===== src/rvPipe_cfg.svh =====
// Core sizes for the pipelined RV32I subset core
// Data width, memory depths and fetch address after reset
`ifndef RVPIPE_CFG_SVH
`define RVPIPE_CFG_SVH

// Data and address width
`define XLEN 32

// Instruction memory depth in words
`define IMEM_WORDS 256

// Data memory depth in words
`define DMEM_WORDS 256

// First fetch address after reset
`define RESET_PC 32'h0000_0000

`endif


===== src/rvPipePkg.sv =====
// Shared types for the pipelined core
// Opcodes, funct3 codes, ALU and mux selects, instruction views, control structs
`include "rvPipe_cfg.svh"

package rvPipePkg;

    // Supported major opcodes
    typedef enum logic [6:0] {
        opLoad   = 7'b0000011,
        opStore  = 7'b0100011,
        opRtype  = 7'b0110011,
        opItype  = 7'b0010011,
        opBranch = 7'b1100011,
        opJal    = 7'b1101111,
        opJalr   = 7'b1100111,
        opLui    = 7'b0110111
    } opcode_t;

    // funct3 codes for ALU ops and branches
    localparam logic [2:0] f3AddSub = 3'b000;
    localparam logic [2:0] f3Slt    = 3'b010;
    localparam logic [2:0] f3Or     = 3'b110;
    localparam logic [2:0] f3And    = 3'b111;
    localparam logic [2:0] f3Bne    = 3'b001;

    typedef enum logic [2:0] {
        aluAdd = 3'b000,
        aluSub = 3'b001,
        aluAnd = 3'b010,
        aluOr  = 3'b011,
        aluSlt = 3'b101
    } aluCtrl_t;

    // Operand source in Execute
    typedef enum logic [1:0] {
        fwdReg = 2'b00,
        fwdWb  = 2'b01,
        fwdMem = 2'b10
    } forwardSel_t;

    // Writeback value select
    typedef enum logic [1:0] {
        resAlu   = 2'b00,
        resLoad  = 2'b01,
        resPc4   = 2'b10,
        resUpper = 2'b11
    } resultSrc_t;

    typedef enum logic [2:0] {
        immI = 3'b000,
        immS = 3'b001,
        immB = 3'b010,
        immJ = 3'b011,
        immU = 3'b100
    } immSrc_t;

    // Field layouts of one instruction word
    typedef struct packed {
        logic [6:0] funct7;
        logic [4:0] rs2;
        logic [4:0] rs1;
        logic [2:0] funct3;
        logic [4:0] rd;
        logic [6:0] opcode;
    } rType_t;

    typedef struct packed {
        logic [11:0] imm;
        logic [4:0]  rs1;
        logic [2:0]  funct3;
        logic [4:0]  rd;
        logic [6:0]  opcode;
    } iType_t;

    typedef struct packed {
        logic [6:0] immHi;
        logic [4:0] rs2;
        logic [4:0] rs1;
        logic [2:0] funct3;
        logic [4:0] immLo;
        logic [6:0] opcode;
    } sType_t;

    typedef struct packed {
        logic       imm12;
        logic [5:0] imm10to5;
        logic [4:0] rs2;
        logic [4:0] rs1;
        logic [2:0] funct3;
        logic [3:0] imm4to1;
        logic       imm11;
        logic [6:0] opcode;
    } bType_t;

    typedef union packed {
        rType_t r;
        iType_t i;
        sType_t s;
        bType_t b;
    } instr_u;

    // Hazard unit outputs
    typedef struct packed {
        logic        stallF;
        logic        stallD;
        logic        flushD;
        logic        flushE;
        forwardSel_t forwardA;
        forwardSel_t forwardB;
    } hazardCtrl_t;

    // Control used inside Execute
    typedef struct packed {
        aluCtrl_t aluControl;
        logic     aluSrc;
        logic     jalr;
    } execCtrl_t;

    // Word address plus data
    typedef struct packed {
        logic [`XLEN-1:0] addr;
        logic [`XLEN-1:0] data;
    } memWrite_t;

endpackage


===== src/rvController.sv =====
// Control and hazard unit of the pipelined core
// Main and ALU decoder, control pipeline, branch decision
// Forwarding selects, load-use stall and flushes
`timescale 1ns/1ps

module rvController
    import rvPipePkg::*;
(
    input  logic        clk,
    input  logic        reset,
    input  instr_u      instrD_i,
    input  logic        zeroE_i,
    input  logic [4:0]  rs1E_i,
    input  logic [4:0]  rs2E_i,
    input  logic [4:0]  rdE_i,
    input  logic [4:0]  rdM_i,
    input  logic [4:0]  rdW_i,
    output immSrc_t     immSrcD_o,
    output execCtrl_t   execCtrlE_o,
    output logic        pcSrcE_o,
    output hazardCtrl_t hazard_o,
    output logic        memWriteM_o,
    output logic        regWriteW_o,
    output resultSrc_t  resultSrcW_o
);

    logic       regWriteD;
    logic       memWriteD;
    logic       aluSrcD;
    logic       branchD;
    logic       jumpD;
    logic       jalrD;
    logic       subD;
    resultSrc_t resultSrcD;
    aluCtrl_t   aluControlD;
    aluCtrl_t   funcAluD;

    logic       regWriteE;
    logic       memWriteE;
    logic       branchE;
    logic       bneE;
    logic       jumpE;
    resultSrc_t resultSrcE;

    logic       regWriteM;
    resultSrc_t resultSrcM;

    logic       lwStall;
    logic [4:0] rs1D;
    logic [4:0] rs2D;

    // Forward from Memory first, then Writeback
    function automatic forwardSel_t fwdSelect(input logic [4:0] rs);
        if (rs != 5'd0 && rs == rdM_i && regWriteM) begin
            return fwdMem;
        end
        if (rs != 5'd0 && rs == rdW_i && regWriteW_o) begin
            return fwdWb;
        end
        return fwdReg;
    endfunction

    assign rs1D = instrD_i.r.rs1;
    assign rs2D = instrD_i.r.rs2;

    // Bit 5 of funct7 selects sub, R-type only
    assign subD = instrD_i.r.funct7[5] && (instrD_i.r.opcode == opRtype);

    // ALU decoder for R-type and I-type ALU forms
    always_comb begin
        case (instrD_i.r.funct3)
            f3AddSub: funcAluD = subD ? aluSub : aluAdd;
            f3Slt:    funcAluD = aluSlt;
            f3Or:     funcAluD = aluOr;
            f3And:    funcAluD = aluAnd;
            default:  funcAluD = aluAdd;
        endcase
    end

    // Main decoder, unknown opcodes become a bubble
    always_comb begin
        regWriteD   = 1'b0;
        memWriteD   = 1'b0;
        aluSrcD     = 1'b0;
        branchD     = 1'b0;
        jumpD       = 1'b0;
        jalrD       = 1'b0;
        resultSrcD  = resAlu;
        immSrcD_o   = immI;
        aluControlD = aluAdd;
        case (instrD_i.r.opcode)
            opLoad: begin
                regWriteD  = 1'b1;
                aluSrcD    = 1'b1;
                resultSrcD = resLoad;
            end
            opStore: begin
                memWriteD = 1'b1;
                aluSrcD   = 1'b1;
                immSrcD_o = immS;
            end
            opRtype: begin
                regWriteD   = 1'b1;
                aluControlD = funcAluD;
            end
            opItype: begin
                regWriteD   = 1'b1;
                aluSrcD     = 1'b1;
                aluControlD = funcAluD;
            end
            opBranch: begin
                branchD     = 1'b1;
                immSrcD_o   = immB;
                aluControlD = aluSub;
            end
            opJal: begin
                regWriteD  = 1'b1;
                jumpD      = 1'b1;
                resultSrcD = resPc4;
                immSrcD_o  = immJ;
            end
            opJalr: begin
                // Target formed from rs1 plus immediate in Execute
                regWriteD  = 1'b1;
                jumpD      = 1'b1;
                jalrD      = 1'b1;
                resultSrcD = resPc4;
            end
            opLui: begin
                regWriteD  = 1'b1;
                resultSrcD = resUpper;
                immSrcD_o  = immU;
            end
            default: begin
                regWriteD = 1'b0;
            end
        endcase
    end

    // Execute stage, bubble on flush
    always_ff @(posedge clk) begin
        if (reset || hazard_o.flushE) begin
            regWriteE   <= 1'b0;
            memWriteE   <= 1'b0;
            branchE     <= 1'b0;
            bneE        <= 1'b0;
            jumpE       <= 1'b0;
            resultSrcE  <= resAlu;
            execCtrlE_o <= '0;
        end else begin
            regWriteE   <= regWriteD;
            memWriteE   <= memWriteD;
            branchE     <= branchD;
            bneE        <= (instrD_i.r.funct3 == f3Bne);
            jumpE       <= jumpD;
            resultSrcE  <= resultSrcD;
            execCtrlE_o <= '{aluControl: aluControlD, aluSrc: aluSrcD, jalr: jalrD};
        end
    end

    // Zero flag inverted for bne; jumps always redirect
    assign pcSrcE_o = (branchE && (zeroE_i ^ bneE)) || jumpE;

    // Memory and Writeback stages
    always_ff @(posedge clk) begin
        if (reset) begin
            regWriteM    <= 1'b0;
            memWriteM_o  <= 1'b0;
            resultSrcM   <= resAlu;
            regWriteW_o  <= 1'b0;
            resultSrcW_o <= resAlu;
        end else begin
            regWriteM    <= regWriteE;
            memWriteM_o  <= memWriteE;
            resultSrcM   <= resultSrcE;
            regWriteW_o  <= regWriteM;
            resultSrcW_o <= resultSrcM;
        end
    end

    // Load or lui in Execute feeding a Decode source
    // Neither result is on the Memory-stage ALU path
    assign lwStall = ((resultSrcE == resLoad) || (resultSrcE == resUpper))
                     && (rdE_i != 5'd0)
                     && ((rs1D == rdE_i) || (rs2D == rdE_i));

    assign hazard_o.stallF   = lwStall;
    assign hazard_o.stallD   = lwStall;
    assign hazard_o.flushD   = pcSrcE_o;
    assign hazard_o.flushE   = lwStall || pcSrcE_o;
    assign hazard_o.forwardA = fwdSelect(rs1E_i);
    assign hazard_o.forwardB = fwdSelect(rs2E_i);

    // Stall leaves exactly a bubble in Execute
    assert property (@(posedge clk) disable iff (reset)
        hazard_o.stallF |-> hazard_o.flushE ##1 (!regWriteE && !memWriteE));

    // x0 never picks up an in-flight result
    assert property (@(posedge clk) disable iff (reset)
        (rs1E_i == 5'd0) |-> (hazard_o.forwardA != fwdMem));

endmodule


===== config.mk =====
export PLATFORM = sky130hd
export DESIGN_NAME = rvController
export DESIGN_NICKNAME = d
export VERILOG_FILES = /design/src/rvPipePkg.sv /design/src/rvController.sv
export VERILOG_INCLUDE_DIRS = /design/src
export SDC_FILE = /design/constraint.sdc
export NUM_CORES = 1
export LEC_CHECK = 0
export BUFFER_PORTS_ARGS = -buffer_cell sky130_fd_sc_hd__buf_2
export CORE_MARGIN = 3
export CORE_UTILIZATION = 44
export DETAILED_ROUTE_END_ITERATION = 10
export GPL_TIMING_DRIVEN = 0
export PLACE_DENSITY = 0.88
export SYNTH_ARGS = -nofsm -noshare
export SYNTH_HDL_FRONTEND = slang
export SYNTH_SLANG_ARGS = --single-unit

===== constraint.sdc =====
create_clock -name clk -period 3.79 [get_ports clk]
set_input_delay 0.758 -clock clk [delete_from_list [all_inputs] [get_ports clk]]
set_output_delay 0.758 -clock clk [all_outputs]
set_load 0.005 [all_outputs]

# == Yosys cells after proc, flatten, opt, wreduce, memory -nomap -nowiden ==
# Cells that the tools add are included.
# totals
regBits,19
out_inout_bits,21
wordCells,85
# classes
n_eq_ne,20
muxes,25
bitwise,1
n_reduce_logical,25
# op_table
op,count
5-bit equality test,6
3-bit case mux with 4 select lines,2
"7-bit by 6-bit equality test with 1-bit output, second input constant",3
"7-bit equality test, second input constant",3
2-bit two-way mux,8
5-bit nonzero test,3
1-bit two-way mux,13
1-bit logical AND,12
"7-bit by 2-bit equality test with 1-bit output, second input constant",1
"7-bit by 5-bit equality test with 1-bit output, second input constant",1
"3-bit equality test, second input constant",2
2-bit case mux with 3 select lines,1
3-bit case mux with 2 select lines,1
6-bit OR reduction,1
1-bit logical OR,5
2-bit OR reduction,2
"3-bit by 1-bit equality test with 1-bit output, second input constant",1
"3-bit by 2-bit equality test with 1-bit output, second input constant",1
3-bit zero test,1
3-bit OR reduction,1
"2-bit by 1-bit equality test with 1-bit output, second input constant",1
"2-bit equality test, second input constant",1
1-bit XOR,1

# == Longest topological paths before layout ==
# depth
word_depth,7
mapped_depth,6
depth_no_buf,6

# == Least setup slack after synthesis ==
# Ideal clock, no wire load.
# synth_timing
kind,input-to-output
startpoint,input rs2E_i[1]
endpoint,output hazard_o[0] in the netlist's numbering
t_arrival_ns,1.779
setup_slack_ns,1.253
cell_stages,4
n_path_buf,0
path_cell_list,or4_1 -> nor2_1 -> nor4_1 -> nor4_1
# synth_rtl
element,line,rtl
from (decl),rvController.sv:14,"input logic [4:0] rs2E_i,"
to (decl),rvController.sv:21,"output hazardCtrl_t hazard_o,"

==> results.yml <==
run_status:
  outcome: "finished clean"
cts:
  cts_buffer_depth: 2
  cts_tree: "yes"
  clkLatencyLatePin_ns: 0.29
  cts_sinks: 19
  hold_buffers: 0
  cts_setup_buffers: 0
  clkTransAtPathRegs_ns: 0.09
  root_buffer: "clkbuf_4"
  ctsResizeCount: 0
  numCtsBuffers: 3
  cts-htree-levels: 1
sta:
  setup_violations: 0
  setup_tns_ns: 0
  fin_crit_sh_pct: 74.0
  report.final.slew_viol_count: 0
  worstMarginPinSlew_ns: 0.482
  fmax_ghz: 0.357
  grt_setup_unrepaired: "no"
  finClkSkew_ns: 0.00213
  finalHoldViolCount: 0
  slew_headroom_pct: 67.6
  fin_crit_ns: 2.80
cells_and_area:
  nFillCells: 227
  antennaDiodeCount: 0
  fin_util_pct: 63.3
  layout.nets: 270
  drive_above_1_share_pct: 41.6
  area_growth_pct: 33.3
worst_setup_path:
  crit_path_end_kind: "primary output"
  required_ns: 3.03
  crit_path_max_incr_delay_ns: 0.51
  crit_arrival_ns: 2.05
  path_max_fanout: 3
  criticalPathCategory: "in -> out"
  crit_path_cell_trace: "buf_2 -> or4_1 -> nor2_1 -> nor4_1 -> nor4_1 -> buf_2"
  worst_setup_path_start_kind: "input pin"
  slowest_stage: "or4_1"
routing:
  first_iter_violations: 41
  post_drt_via_cell_ratio: 5.17
  first_pass_iters: 4
  detail-route-antenna-nets: 0
  dr_total_vias: 1236
  drc: 0
  wire_per_inst_um: 12.3
  routed_wl_mm: 2.95
worst_hold_path:
  holdCritPathClass: "reg -> reg"
synth:
  synthesis.area_mm2: 0.00120
  ys_warn_count: 0
  synthArstFlopShare_pct: 0
  syn_inst: 138
  synth-seq-cells: 19
  avgSynthCellArea_um2: 8.69
  yosysSeqAreaShare_pct: 31.7
  synth.net_count: 198
  post_synth_num_cell_types: 33
  synth_ff_type: "dfxtp_1"
  synth_edf_count: 0
global_route:
  grt_pass1_wl_mm: 4.80
  track_usage_pct: 18.0
  grt_pass1_vias: 1188
  grt_start_max_net_pins: 12
  antenna_found_initial: 0
  grt.overflow.total: 0
placement:
  io_buffers: 67
  gp_congestion: 0.904
  dp_hpwl_mm: 2.50
floorplan:
  rows: 18
  die_area_mm2: 0.00339
  coreArea_mm2: 0.00252
  die_w_um: 58.2
  start_util_pct: 47.5
  die_h_um: 58.2
  pin_count: 81
power:
  cellPowerDensity_mw_per_mm2: 243
  ir_drop_mv: 0.174
  p_leak_uw: 0.000736
run:
  drv_cap: 0
==> kinds of logic (layout without fill, tap and decap cells) <==
| kind of cell | after synthesis | in the layout | synth area share (%) |
|---|---|---|---|
| and+or+nand+nor | 67 | 67 | 33.9 |
| buffers and inverters | 10 | 81 | 4.70 |
| muxes | 1 | 1 | 0.939 |
| AOI/OAI and AO/OA | 9 | 9 | 5.32 |
| xor gates and xnor gates | 32 | 32 | 23.4 |
| DFF | 19 | 19 | 31.7 |
==> power by group <==
group | switching, uW | internal [uW] | leakage, uW
clock | 54.7 | 40.9 | 0.0000150
combinational | 46.1 | 45.1 | 0.000568
sequential | 0.402 | 201 | 0.000153
==> cells in the mapped netlist (all sizes together), types with 3 or more instances <==
master	number	share of area (%)
xnor2	20	15
dfxtp	19	32
nor3	13	8.4
xor2	12	8.8
nand3	10	4.2
nor4	8	4.2
nor2	7	2.2
nor2b	7	3.7
nand2	6	1.9
buf	4	2.8
nand4	4	2.1
a21oi	3	1.9
clkbuf	3	0.94
inv	3	0.94
o21ai	3	1.6
or3	3	1.6
or4	3	2.2
==> routing by layer <==
metal / vias up / part of all wire (%) / track usage (%)
li1: 624 / - / -
met1: 534 / 37 / 19.4
met2: 72 / 50 / 33.4
met3: 6 / 11 / 2.45
met4: 0 / 2.0 / 9.93
met5: - / 0 / 0
==> path summary, 6_finish.rpt <==
check	startpoint	to	slack, ns	cells after the start
max reg2reg	bneE$_SDFF_PP0_	execCtrlE_o[0]$_SDFF_PP0_	2.25	5
min	memWriteE$_SDFF_PP0_	memWriteM_o$_SDFF_PP0_	0.44	1
min reg2reg	memWriteE$_SDFF_PP0_	memWriteM_o$_SDFF_PP0_	0.44	1
max	rs2E_i[1]	hazard_o[0]	0.99	6
==> sequential cells by signal, summed over array words and instances, names as in the netlist <==
name / count
execCtrlE_o: 5
resultSrcE: 2
resultSrcM: 2
resultSrcW_o: 2
bneE: 1
branchE: 1
jumpE: 1
memWriteE: 1
memWriteM_o: 1
regWriteE: 1
regWriteM: 1
regWriteW_o: 1
==> cells in the final DEF, fill, tap and decap left out, types with 2 or more instances in the layout <==
| master | n |
|---|---|
| buf_2 | 67 |
| xnor2_1 | 20 |
| dfxtp_1 | 19 |
| xor2_1 | 12 |
| nand3_1 | 10 |
| nor4_1 | 8 |
| nor2_1 | 7 |
| nor2b_1 | 7 |
| nor3_2 | 7 |
| nand2_1 | 6 |
| nor3_1 | 6 |
| clkbuf_1 | 4 |
| nand4_1 | 4 |
| or3_1 | 3 |
| buf_4 | 3 |
| clkbuf_4 | 3 |
| or4_1 | 2 |
| a21oi_2 | 2 |
| inv_1 | 2 |
| o21ai_0 | 2 |
==> cell type report <==
class | instances | area (um2) | area share, %
multi-input combinational | 109 | 762 | 47.7
sequential | 19 | 380 | 23.8
timing repair buffer | 67 | 335 | 21.0
buffer | 7 | 45.0 | 2.82
tap | 30 | 37.5 | 2.35
clock buffer | 4 | 26.3 | 1.64
inverter | 3 | 11.3 | 0.705
==> critical path, delay by kind of cell <==
family | cells | cell delay [ns]
buffers and inverters | 2 | 0.29
and+or+nand+nor | 4 | 1.01
==> through the flow <==
stage	std cells	total power [uW]	area (um2)	hold slack (ns)	worst slack, ns
after floorplan	138	251	1200	0.414	1.25
after global placement	235	295	1570	0.417	0.967
after detailed placement	235	297	1570	0.421	0.960
after CTS	239	394	1600	0.444	0.956
after global routing	239	412	1600	0.458	0.850
final	239	388	1600	0.441	0.986
No activity file was read; power rests on OpenSTA's default activity.
